===== config.mk =====
export PLATFORM = sky130hd
export DESIGN_NAME = uart_frame_link
export DESIGN_NICKNAME = d
export VERILOG_FILES = /design/src/logic/uart_frame_pkg.sv /design/src/logic/uart_frame_link.sv /design/src/logic/frame_rx.sv /design/src/logic/frame_tx.sv /design/src/logic/uart_rx.sv /design/src/logic/uart_tx.sv
export SDC_FILE = /design/constraint.sdc
export NUM_CORES = 1
export LEC_CHECK = 0
export ABC_AREA = 1
export BUFFER_PORTS_ARGS = -buffer_cell sky130_fd_sc_hd__buf_2
export CORE_MARGIN = 5
export CORE_UTILIZATION = 56
export DETAILED_ROUTE_END_ITERATION = 8
export PLACE_DENSITY = 0.8
export SLEW_MARGIN = 20
export SYNTH_ARGS = -nofsm -noshare
export SYNTH_HDL_FRONTEND = slang
export SYNTH_SLANG_ARGS = --single-unit

===== constraint.sdc =====
create_clock -name sys_clk -period 7.8 [get_ports sys_clk]
set_input_delay 0.78 -clock sys_clk [delete_from_list [all_inputs] [get_ports sys_clk]]
set_output_delay 0.78 -clock sys_clk [all_outputs]
set_load 0.01 [all_outputs]

===== src/logic/uart_frame_pkg.sv =====
// UART frame link shared definitions
// frame markers, payload sizing, width types and the FSM state encodings
`default_nettype none

package uart_frame_pkg;

	// largest payload in bytes; string port widths follow from it
	localparam int MAX_BYTES = 32;
	localparam int LEN_W     = $clog2(MAX_BYTES + 1);
	localparam int PAYLOAD_W = MAX_BYTES * 8;

	// one UART character
	typedef logic [7:0] byte_t;

	// payload length, 0 to MAX_BYTES
	typedef logic [LEN_W-1:0] len_t;

	// byte k sits in bits 8k+7 down to 8k
	typedef logic [PAYLOAD_W-1:0] payload_t;

	// frame marker '&'
	localparam byte_t MARK_CHAR = 8'h26;

	// frame sender, one state per byte in flight
	typedef enum logic [2:0] {
		tx_st_idle,
		tx_st_open_1,
		tx_st_open_2,
		tx_st_content,
		tx_st_close_1,
		tx_st_close_2,
		tx_st_finish
	} tx_state_e;

	// frame receiver
	typedef enum logic [1:0] {
		rx_st_hunt,
		rx_st_open_seen,
		rx_st_content,
		rx_st_close_seen
	} rx_state_e;

	// serializer and deserializer bit phases
	typedef enum logic [1:0] {
		bit_st_idle,
		bit_st_start,
		bit_st_data,
		bit_st_stop
	} bit_state_e;

endpackage

`default_nettype wire

===== src/logic/uart_frame_link.sv =====
// UART frame link top level
// frame sender and receiver around an 8N1 serializer and deserializer
`timescale 1ns/1ps
`default_nettype none

module uart_frame_link import uart_frame_pkg::*; #(
	parameter int CLK_DIV = 434
) (
	input  wire           sys_clk,
	input  wire           sys_rst_n,
	input  wire payload_t tx_string,
	input  wire len_t     tx_length,
	input  wire           tx_req,
	output wire           tx_busy,
	output wire           tx_done,
	output wire payload_t rx_string,
	output wire len_t     rx_length,
	output wire           rx_busy,
	output wire           rx_done,
	output wire           rx_error,
	input  wire           uart_rx_port,
	output wire           uart_tx_port
);

	// sender to serializer
	byte_t byte_data;
	logic  byte_req;
	logic  byte_done;

	// deserializer to receiver
	byte_t rx_byte;
	logic  rx_valid;

	frame_tx u_frame_tx (
		.sys_clk   (sys_clk),
		.sys_rst_n (sys_rst_n),
		.tx_string (tx_string),
		.tx_length (tx_length),
		.tx_req    (tx_req),
		.byte_done (byte_done),
		.tx_busy   (tx_busy),
		.tx_done   (tx_done),
		.byte_req  (byte_req),
		.byte_data (byte_data)
	);

	uart_tx #(.CLK_DIV(CLK_DIV)) u_uart_tx (
		.sys_clk   (sys_clk),
		.sys_rst_n (sys_rst_n),
		.byte_req  (byte_req),
		.byte_data (byte_data),
		.byte_done (byte_done),
		.txd       (uart_tx_port)
	);

	uart_rx #(.CLK_DIV(CLK_DIV)) u_uart_rx (
		.sys_clk   (sys_clk),
		.sys_rst_n (sys_rst_n),
		.rxd       (uart_rx_port),
		.rx_byte   (rx_byte),
		.rx_valid  (rx_valid)
	);

	frame_rx u_frame_rx (
		.sys_clk   (sys_clk),
		.sys_rst_n (sys_rst_n),
		.rx_byte   (rx_byte),
		.rx_valid  (rx_valid),
		.rx_string (rx_string),
		.rx_length (rx_length),
		.rx_busy   (rx_busy),
		.rx_done   (rx_done),
		.rx_error  (rx_error)
	);

endmodule

`default_nettype wire


===== src/logic/frame_rx.sv =====
// Frame receiver
// hunts for "&&", collects payload up to the closing "&&" and presents
// the string with a done pulse; a broken close or overflow gives rx_error
`timescale 1ns/1ps
`default_nettype none

module frame_rx import uart_frame_pkg::*; (
	input  wire           sys_clk,
	input  wire           sys_rst_n,
	input  wire byte_t    rx_byte,
	input  wire           rx_valid,
	output payload_t      rx_string,
	output len_t          rx_length,
	output logic          rx_busy,
	output logic          rx_done,
	output logic          rx_error
);

	rx_state_e state;
	payload_t  work_buf;
	len_t      work_cnt;
	logic      is_mark;
	logic      buf_full;

	assign is_mark  = (rx_byte == MARK_CHAR);
	assign buf_full = (work_cnt == len_t'(MAX_BYTES));

	// busy between the opening pair and the end of the frame
	assign rx_busy = (state == rx_st_content) || (state == rx_st_close_seen);

	// work buffer is cleared at frame start so unused bytes read as zero
	always_ff @(posedge sys_clk) begin
		if (rx_valid) begin
			if (state == rx_st_open_seen && is_mark) begin
				work_buf <= '0;
			end else if (state == rx_st_content && !is_mark && !buf_full) begin
				work_buf[{work_cnt[4:0], 3'b000} +: 8] <= rx_byte;
			end
		end
	end

	always_ff @(posedge sys_clk or negedge sys_rst_n) begin
		if (!sys_rst_n) begin
			state     <= rx_st_hunt;
			work_cnt  <= '0;
			rx_string <= '0;
			rx_length <= '0;
			rx_done   <= 1'b0;
			rx_error  <= 1'b0;
		end else begin
			rx_done  <= 1'b0;
			rx_error <= 1'b0;

			if (rx_valid) begin
				case (state)
					rx_st_hunt: begin
						// everything but a marker is line noise
						if (is_mark) begin
							state <= rx_st_open_seen;
						end
					end
					rx_st_open_seen: begin
						if (is_mark) begin
							state    <= rx_st_content;
							work_cnt <= '0;
						end else begin
							state <= rx_st_hunt;
						end
					end
					rx_st_content: begin
						if (is_mark) begin
							state <= rx_st_close_seen;
						end else if (buf_full) begin
							// payload too long
							state    <= rx_st_hunt;
							rx_error <= 1'b1;
						end else begin
							work_cnt <= work_cnt + 1'b1;
						end
					end
					default: begin
						state <= rx_st_hunt;
						if (is_mark) begin
							rx_string <= work_buf;
							rx_length <= work_cnt;
							rx_done   <= 1'b1;
						end else begin
							// lone '&' inside the frame
							rx_error <= 1'b1;
						end
					end
				endcase
			end
		end
	end

	// either a done or an error pulse ends a busy frame as busy drops
	a_done_xor_error: assert property (@(posedge sys_clk) disable iff (!sys_rst_n)
		(rx_done || rx_error) |-> !(rx_done && rx_error) && $past(rx_busy) && !rx_busy);

endmodule

`default_nettype wire


===== src/logic/frame_tx.sv =====
// Frame sender
// wraps a payload in "&&" ... "&&" and feeds it byte by byte to the
// serializer, waiting on byte_done between bytes
`timescale 1ns/1ps
`default_nettype none

module frame_tx import uart_frame_pkg::*; (
	input  wire           sys_clk,
	input  wire           sys_rst_n,
	input  wire payload_t tx_string,
	input  wire len_t     tx_length,
	input  wire           tx_req,
	input  wire           byte_done,
	output logic          tx_busy,
	output logic          tx_done,
	output logic          byte_req,
	output byte_t         byte_data
);

	tx_state_e state;
	len_t      byte_cnt;
	byte_t     cur_byte;

	// payload byte selected by the counter
	assign cur_byte = tx_string[{byte_cnt[4:0], 3'b000} +: 8];

	assign tx_busy = (state != tx_st_idle);
	assign tx_done = (state == tx_st_finish);

	// state names the byte currently in flight
	always_ff @(posedge sys_clk or negedge sys_rst_n) begin
		if (!sys_rst_n) begin
			state     <= tx_st_idle;
			byte_cnt  <= '0;
			byte_req  <= 1'b0;
			byte_data <= '0;
		end else begin
			byte_req <= 1'b0;

			case (state)
				tx_st_idle: begin
					byte_cnt <= '0;
					if (tx_req) begin
						state     <= tx_st_open_1;
						byte_req  <= 1'b1;
						byte_data <= MARK_CHAR;
					end
				end
				tx_st_open_1: begin
					if (byte_done) begin
						state     <= tx_st_open_2;
						byte_req  <= 1'b1;
						byte_data <= MARK_CHAR;
					end
				end
				tx_st_open_2: begin
					if (byte_done) begin
						byte_req <= 1'b1;
						// empty payload goes straight to the closing pair
						if (tx_length == '0) begin
							state     <= tx_st_close_1;
							byte_data <= MARK_CHAR;
						end else begin
							state     <= tx_st_content;
							byte_data <= cur_byte;
							byte_cnt  <= byte_cnt + 1'b1;
						end
					end
				end
				tx_st_content: begin
					if (byte_done) begin
						byte_req <= 1'b1;
						if (byte_cnt == tx_length) begin
							state     <= tx_st_close_1;
							byte_data <= MARK_CHAR;
						end else begin
							byte_data <= cur_byte;
							byte_cnt  <= byte_cnt + 1'b1;
						end
					end
				end
				tx_st_close_1: begin
					if (byte_done) begin
						state     <= tx_st_close_2;
						byte_req  <= 1'b1;
						byte_data <= MARK_CHAR;
					end
				end
				tx_st_close_2: begin
					if (byte_done) begin
						state <= tx_st_finish;
					end
				end
				default: begin
					state <= tx_st_idle;
				end
			endcase
		end
	end

	// one-cycle done, only after the last marker has left the line
	a_done_after_close: assert property (@(posedge sys_clk) disable iff (!sys_rst_n)
		tx_done |-> ($past(state) == tx_st_close_2) ##1 !tx_done);

endmodule

`default_nettype wire


===== src/logic/uart_rx.sv =====
// UART byte deserializer
// 8N1, LSB first; synchronizes the line, rejects short start glitches,
// samples mid-bit and strobes rx_valid in the middle of a good stop bit
`timescale 1ns/1ps
`default_nettype none

module uart_rx import uart_frame_pkg::*; #(
	parameter int CLK_DIV = 434
) (
	input  wire   sys_clk,
	input  wire   sys_rst_n,
	input  wire   rxd,
	output byte_t rx_byte,
	output logic  rx_valid
);

	localparam int CNT_W = $clog2(CLK_DIV + 1);

	bit_state_e       state;
	logic [CNT_W-1:0] baud_cnt;
	logic [2:0]       bit_idx;
	byte_t            shift_reg;
	logic             rxd_meta;
	logic             rxd_sync;
	logic             rxd_last;
	logic             start_fall;
	logic             half_end;
	logic             baud_end;

	assign start_fall = rxd_last & ~rxd_sync;
	assign half_end   = (baud_cnt == CNT_W'(CLK_DIV / 2 - 1));
	assign baud_end   = (baud_cnt == CNT_W'(CLK_DIV - 1));

	// two-flop synchronizer plus edge history, line idles high
	always_ff @(posedge sys_clk or negedge sys_rst_n) begin
		if (!sys_rst_n) begin
			rxd_meta <= 1'b1;
			rxd_sync <= 1'b1;
			rxd_last <= 1'b1;
		end else begin
			rxd_meta <= rxd;
			rxd_sync <= rxd_meta;
			rxd_last <= rxd_sync;
		end
	end

	always_ff @(posedge sys_clk or negedge sys_rst_n) begin
		if (!sys_rst_n) begin
			state     <= bit_st_idle;
			baud_cnt  <= '0;
			bit_idx   <= '0;
			shift_reg <= '0;
			rx_byte   <= '0;
			rx_valid  <= 1'b0;
		end else begin
			rx_valid <= 1'b0;
			baud_cnt <= baud_cnt + 1'b1;

			case (state)
				bit_st_idle: begin
					baud_cnt <= '0;
					if (start_fall) begin
						state <= bit_st_start;
					end
				end
				bit_st_start: begin
					// still low at half a bit, otherwise a glitch
					if (half_end) begin
						baud_cnt <= '0;
						bit_idx  <= '0;
						state    <= rxd_sync ? bit_st_idle : bit_st_data;
					end
				end
				bit_st_data: begin
					if (baud_end) begin
						baud_cnt  <= '0;
						shift_reg <= {rxd_sync, shift_reg[7:1]};
						bit_idx   <= bit_idx + 1'b1;
						if (bit_idx == 3'd7) begin
							state <= bit_st_stop;
						end
					end
				end
				default: begin
					// mid stop bit; framing error drops the byte
					if (baud_end) begin
						state <= bit_st_idle;
						if (rxd_sync) begin
							rx_byte  <= shift_reg;
							rx_valid <= 1'b1;
						end
					end
				end
			endcase
		end
	end

	a_valid_single: assert property (@(posedge sys_clk) disable iff (!sys_rst_n)
		rx_valid |=> !rx_valid);

endmodule

`default_nettype wire


===== src/logic/uart_tx.sv =====
// UART byte serializer
// 8N1, LSB first; start bit goes out the cycle after byte_req,
// byte_done pulses once the stop bit has finished
`timescale 1ns/1ps
`default_nettype none

module uart_tx import uart_frame_pkg::*; #(
	parameter int CLK_DIV = 434
) (
	input  wire        sys_clk,
	input  wire        sys_rst_n,
	input  wire        byte_req,
	input  wire byte_t byte_data,
	output logic       byte_done,
	output logic       txd
);

	localparam int CNT_W = $clog2(CLK_DIV + 1);

	bit_state_e       state;
	logic [CNT_W-1:0] baud_cnt;
	logic [2:0]       bit_idx;
	byte_t            shift_reg;
	logic             baud_end;

	// last cycle of the current bit
	assign baud_end = (baud_cnt == CNT_W'(CLK_DIV - 1));

	always_ff @(posedge sys_clk or negedge sys_rst_n) begin
		if (!sys_rst_n) begin
			state     <= bit_st_idle;
			baud_cnt  <= '0;
			bit_idx   <= '0;
			shift_reg <= '0;
			txd       <= 1'b1;
			byte_done <= 1'b0;
		end else begin
			byte_done <= 1'b0;

			// bit timer runs whenever a byte is on the line
			if (state == bit_st_idle || baud_end) begin
				baud_cnt <= '0;
			end else begin
				baud_cnt <= baud_cnt + 1'b1;
			end

			case (state)
				bit_st_idle: begin
					if (byte_req) begin
						state     <= bit_st_start;
						shift_reg <= byte_data;
						txd       <= 1'b0;
					end
				end
				bit_st_start: begin
					if (baud_end) begin
						state     <= bit_st_data;
						bit_idx   <= '0;
						txd       <= shift_reg[0];
						shift_reg <= shift_reg >> 1;
					end
				end
				bit_st_data: begin
					if (baud_end) begin
						if (bit_idx == 3'd7) begin
							state <= bit_st_stop;
							txd   <= 1'b1;
						end else begin
							bit_idx   <= bit_idx + 1'b1;
							txd       <= shift_reg[0];
							shift_reg <= shift_reg >> 1;
						end
					end
				end
				default: begin
					// stop bit
					if (baud_end) begin
						state     <= bit_st_idle;
						byte_done <= 1'b1;
					end
				end
			endcase
		end
	end

	// the frame sender must wait for byte_done before the next request
	a_req_when_idle: assert property (@(posedge sys_clk) disable iff (!sys_rst_n)
		byte_req |-> state == bit_st_idle);

endmodule

`default_nettype wire


Word-level counts from Yosys, hierarchy flattened. Cells that the tools add are included.

Bitwise logic cells: 4. Eq/ne operators: 45. Add/sub/neg operators: 7. Shifts and indexed selects: 3. Multiplexer cells: 82. Reduce and logical (&&, ||, !) cells: 43.

Operators with widths (count): $bwmux W256 (1); $mux W256 (1); $shift A8 B10 Y256 const A (1); $shiftx A256 B9 Y8 (1); $shiftx A8 B10 Y256 (1); $mux W8 (10); $mux W6 (7); $mux W3 (13); $ne A2 B1 Y1 const B (16); $pmux W8 S4 (1); $mux W2 (15); $reduce_and A5 Y1 (6); $mux W9 (3); $pmux W9 S3 (1); $pmux W8 S3 (1); $add A9 B1 Y9 const B (2); $eq A9 B9 Y1 const B (2); $mux W1 (18); $pmux W2 S3 (3); $pmux W3 S6 (1); $pmux W6 S3 (1); $eq A3 B3 Y1 const B (5); $ne A2 B2 Y1 const B (7); $add A6 B1 Y6 const B (2); 33 further kinds (65).

Input port bits: 266. Output and inout port bits: 268. Register bits: 604. Word-level logic and storage cells: 210.

Depth between registers and ports, before layout.
Word-level depth: 6. Mapped depth: 15. Mapped depth without buffers: 13.

By module. A second synthesis with hierarchy kept.

Cell total of the unflattened synthesis: 3871. Area total of the unflattened synthesis: 30730.7 µm².

By module, submodules not included: frame_rx (area an instance 24090.6 µm², instances 1, seq. area each 14493.9 µm², cells each 2778); frame_tx (area an instance 3711.1 µm², instances 1, seq. area each 450.4 µm², cells each 744); uart_rx (area an instance 1599.0 µm², instances 1, seq. area each 854.6 µm², cells each 184); uart_tx (area an instance 1330.0 µm², instances 1, seq. area each 601.8 µm², cells each 165).

Least setup slack after synthesis. Ideal clock, no wire load.

Path kind: flip-flop to flip-flop. Start point: reg u_frame_rx.work_cnt[0]. End point: reg u_frame_rx.work_buf[0], enable pin. Setup slack: 0.593 ns. Data required time: 7.194 ns. Data arrival time: 6.601 ns. Buffers on the path: 2. Clock period less this slack: 7.207 ns. Setup time: 0.606 ns. Cell stages (with the launch flop): 12. Path through: dfrtp_1 -> inv_2 -> buf_1 -> ha_1 -> nand4_2 -> inv_1 -> nand2_1 -> nand3_1 -> nand2_1 -> nand2_1 -> clkbuf_1 -> inv_1.

Longest elaborated chain between the ends: 5.

RTL lines: start: declaration (RTL line frame_rx.sv:21) `len_t work_cnt;`; start signal: assignment (RTL line frame_rx.sv:78) `work_cnt <= work_cnt + 1'b1;`; $eq A6 B6 Y1 (RTL line frame_rx.sv:26) `assign buf_full = (work_cnt == len_t'(MAX_BYTES));`; $logic_not A1 Y1 (RTL line frame_rx.sv:36) `end else if (state == rx_st_content && !is_mark && !buf_full) begin`; $logic_and A1 B1 Y1 (RTL line frame_rx.sv:36); $reduce_bool A2 Y1 (no line); $reduce_and A2 Y1 (no line); end signal: indexed assignment (RTL line frame_rx.sv:37) `work_buf[{work_cnt[4:0], 3'b000} +: 8] <= rx_byte;`; end: declaration (RTL line frame_rx.sv:20) `payload_t work_buf;`.

No other way between the ends. A chain may end at the register's enable or synchronous reset.

Worst setup path after layout.
Start point: reg u_frame_rx.work_cnt[0]. End point: reg u_frame_rx.work_buf[145], enable pin.

Same word-level chain as after synthesis.

==> summary.txt <==
Worst setup path
  • Critical Path AT: about 4500 ps
  • Crit Path Class: reg2reg
  • Crit path cell chain: inv_2 > ha_1 > nand4_2 > inv_1 > nand2_1 > nand3_1 > nand2_1 > nand2_1 > inv_8 > buf_4
  • Crit path buf inv count: 4
  • R2R setup slack: about 3600 ps
  • Critical R2R Launch: u_frame_rx.work_cnt[0]
  • Critical Path Sink: u_frame_rx.work_buf[145]
  • CP max-delay cell: inv_8
  • R2R depth: 10
  • Cell count along the critical path: 10
  • R2r endpoint: u_frame_rx.work_buf[145]
  • Top delay family on crit path: buffers and inverters
  • Worst endpoint required time: about 8100 ps
  • Startpoint types: flip-flop
  • CP Launch Point: u_frame_rx.work_cnt[0]
  • Critical path's largest stage delay: just over 800 ps
  • Most common cell on crit path: nand2_1
  • CP max FO: about 150
  • Critical Path Sink Type: flip-flop

Yosys
  • Post-synthesis xor/xnor area fraction: 0.184%
  • Largest family of logic cells by synthesized area: simple AND/OR/NAND/NOR gates
  • Synth area leaders: dfrtp_1 30%, edfxtp_1 27%, nand2_1 13%, o21ai_0 7.7%, a21oi_1 4.0%
  • Syn. warnings: 0
  • Post-synth cell types: 39
  • Count leader, synth: nand2_1
  • Synth Flop Type: dfrtp_1
  • Synth Area in Compound Gates: approximately an eighth
  • Commonest cells post-synth: 964 x nand2_1, 441 x o21ai_0, 344 x dfrtp_1, 295 x nor2_1, 281 x inv_1
  • Synth top area share: a little under a third
  • Synthesized area: between 0.02 and 0.03 mm^2
  • Syn_nets: 3630
  • Post-synth top area cell: dfrtp_1
  • Ys async rst share: around 58%
  • Synth Register Bits: between 600 and 700
  • Post-Syn Instances: roughly 3300
  • Register area share after synthesis: roughly 57%
  • Synth Area in Adders: less than 1%
  • Syn Area/Cell: 8.54 um^2
  • Fraction of synthesized area in multiplexers: less than 1%
  • EDFF count, synth: 256
  • Post-synthesis simple-gate area fraction: 21.5%

Timing
  • Final Critical Period: around 4200 ps
  • Clk_skew: 20.9 ps
  • Final Hold Fails: 0
  • RSZ-0062 raised after global routing: false
  • Max Freq: 0.236 GHz
  • Period utilization: between 50% and 60%
  • Rel. slew slack: between 20% and 30%
  • Worst Tran Pin Value: between 1000 and 1500 ps
  • Final slew viol count: 0
  • Setup Viol. Count Final: 0
  • Setup TNS: 0 ps

Finish
  • Final net count: around 4100
  • Area of the multi-input gates: ~0.010 mm^2
  • Filler cells: 4142
  • Sequential cell area: 0.0164 mm^2
  • Biggest regs: u_frame_rx.rx_string (256), u_frame_rx.work_buf (256)
  • Layout cells sized above 1: between 10% and 20%
  • Area delta synth->final: 16.6%

Routing
  • Final ANT Viol Nets: 0
  • Total number of vias: ~25000
  • Final WL: 87800 um
  • Wire per inst: about 20 um
  • First-pass DRT Iterations: 7
  • Drt initial violations: 2962
  • # DRC: 0
  • Vias per std cell: between 5 and 6

Floorplan
  • Ports: 534
  • Die Wd: around 240 um
  • Initial Util: a little under three fifths
  • Core area: about 0.05 mm^2
  • Row Count: a little over 80
  • DIE AREA: roughly 0.056 mm^2
  • Die height: about 240 um

Clocking
  • CTS tree: done
  • CTS Buffer Depth: 3
  • Clock H-tree levels: 2
  • Clock Tree Root: clkbuf_16
  • Clk sink count: between 600 and 700
  • CTS Buf Count: 58
  • Worst-path clk slew: about 60 ps
  • Clk Latency, worst-skew pair: around 640 ps
  • Post-cts hold buffer count: 0
  • Resized cells post-CTS: 0
  • Post-CTS setup buffers: 0

Power
  • Lkg Pwr: 0.0161 uW
  • Internal Power: between 5000 and 6000 uW
  • Power per cell area: 224 mW/mm^2
  • Comb pwr share: between 10% and 20%
  • Clock Power Share: about two fifths
  • Sw frac: 28.1%
  • Sequential share of power: between 40% and 50%
  • Total power: about 7500 uW
  • Sw power: approximately 2100 uW
  • Worst VDD drop: between 150 and 200 uV

Placed design
  • Port Buffers: 533
  • Post-DP HPWL: 62100 um
  • Placer Congestion: a little under 1

Flow run
  • Max_cap viols: 0

Global routing
  • Number of global-route vias before repair: between 20000 and 25000
  • First-pass GRT wire length: between 100000 and 150000 um
  • Initial antenna violation count: 4
  • Largest net degree at the start of global routing: around 240
  • Overflow left after global routing: 0
  • GRT Total Usage: ~30%

Worst hold path
  • Hold Crit Class: in2async

Run status
  • Outcome: complete, no violations
-- layer usage --
metal | share of wire (%) | wire length, um | up-vias | global-route usage [%]
met1 | 39 | 34000 | 11883 | 40.5
li1 | - | - | 11813 | -
met4 | 4.8 | 4190 | 0 | 12.7
met3 | 8.6 | 7590 | 214 | 5.05
met2 | 48 | 42000 | 1310 | 49.4
met5 | 0 | 0 | - | 0
-- worst min-delay path by stage --
| stage | from | to | cells past startpoint |
|---|---|---|---|
| after floorplan | u_uart_rx.rxd_meta | u_uart_rx.rxd_sync | 0 |
| after global placement | u_uart_rx.rxd_meta | u_uart_rx.rxd_sync | 0 |
| after detailed placement | u_uart_rx.rxd_meta | u_uart_rx.rxd_sync | 0 |
| after CTS | sys_rst_n | u_frame_rx.rx_string[91] | 1 |
| after global routing | sys_rst_n | u_frame_rx.rx_length[1] | 1 |
| final | sys_rst_n | u_frame_rx.rx_string[39] | 1 |
-- power groups by stage --
stage / clock network (uW) / registers, uW / logic, uW
2_1_floorplan: 0 / 3470 / 841
3_3_place_gp: 0 / 3510 / 1140
3_5_place_dp: 0 / 3520 / 1160
4_1_cts: 2880 / 3460 / 1170
5_1_grt: 3000 / 3470 / 1320
6_report: 2850 / 3460 / 1170
-- area by class of cell --
class | count | area share, %
flip-flops and latches | 604 | 49.3
multi-input cells | 2255 | 30.4
repair buffers | 550 | 8.51
clock buffers | 92 | 5.27
inverters | 301 | 3.43
well taps | 672 | 2.53
clock inverters | 18 | 0.567
diodes | 2 | 0.0150
-- cells in the final DEF (no fill, tap or decap), drive strengths merged, types with 5 or more instances in the layout --
master and n:
inv 297, o211ai 11, o21ai 454, a21oi 232, xor2 6, nor3b 5
buf 550, nand3 184, nor2 305, nand2 967, a211oi 11, edfxtp 256
nor3 25, clkbuf 92, nand4 16, dfrtp 344, ha 19, clkinv 20
nor4 5
-- metrics by stage --
stage                     hold slack (ps)  utilization [%]  setup WS, ps  cells  cell area, um^2
after floorplan                       345                -           593   3345            28600
after global placement                346             62.3          3660   4382            31300
after detailed placement              349             62.4          3610   4382            31300
after CTS                            48.6             66.2          3580   4492            33300
after global routing                 75.4             66.2          3260   4493            33300
final                                64.3             66.2          3560   4494            33300
-- kinds of logic (layout without fill, tap and decap cells) --
kind of cell             after synthesis  in the layout
AND/OR/NAND/NOR                     1515           1515
AO/OA/AOI/OAI                        712            712
flip-flops                           604            604
buffers and inverters                486            961
adder cells (fa/ha/maj)               19             19
XOR/XNOR                               6              6
multiplexers                           3              3
other                                  0              2
No activity file was read; power rests on OpenSTA's default activity.
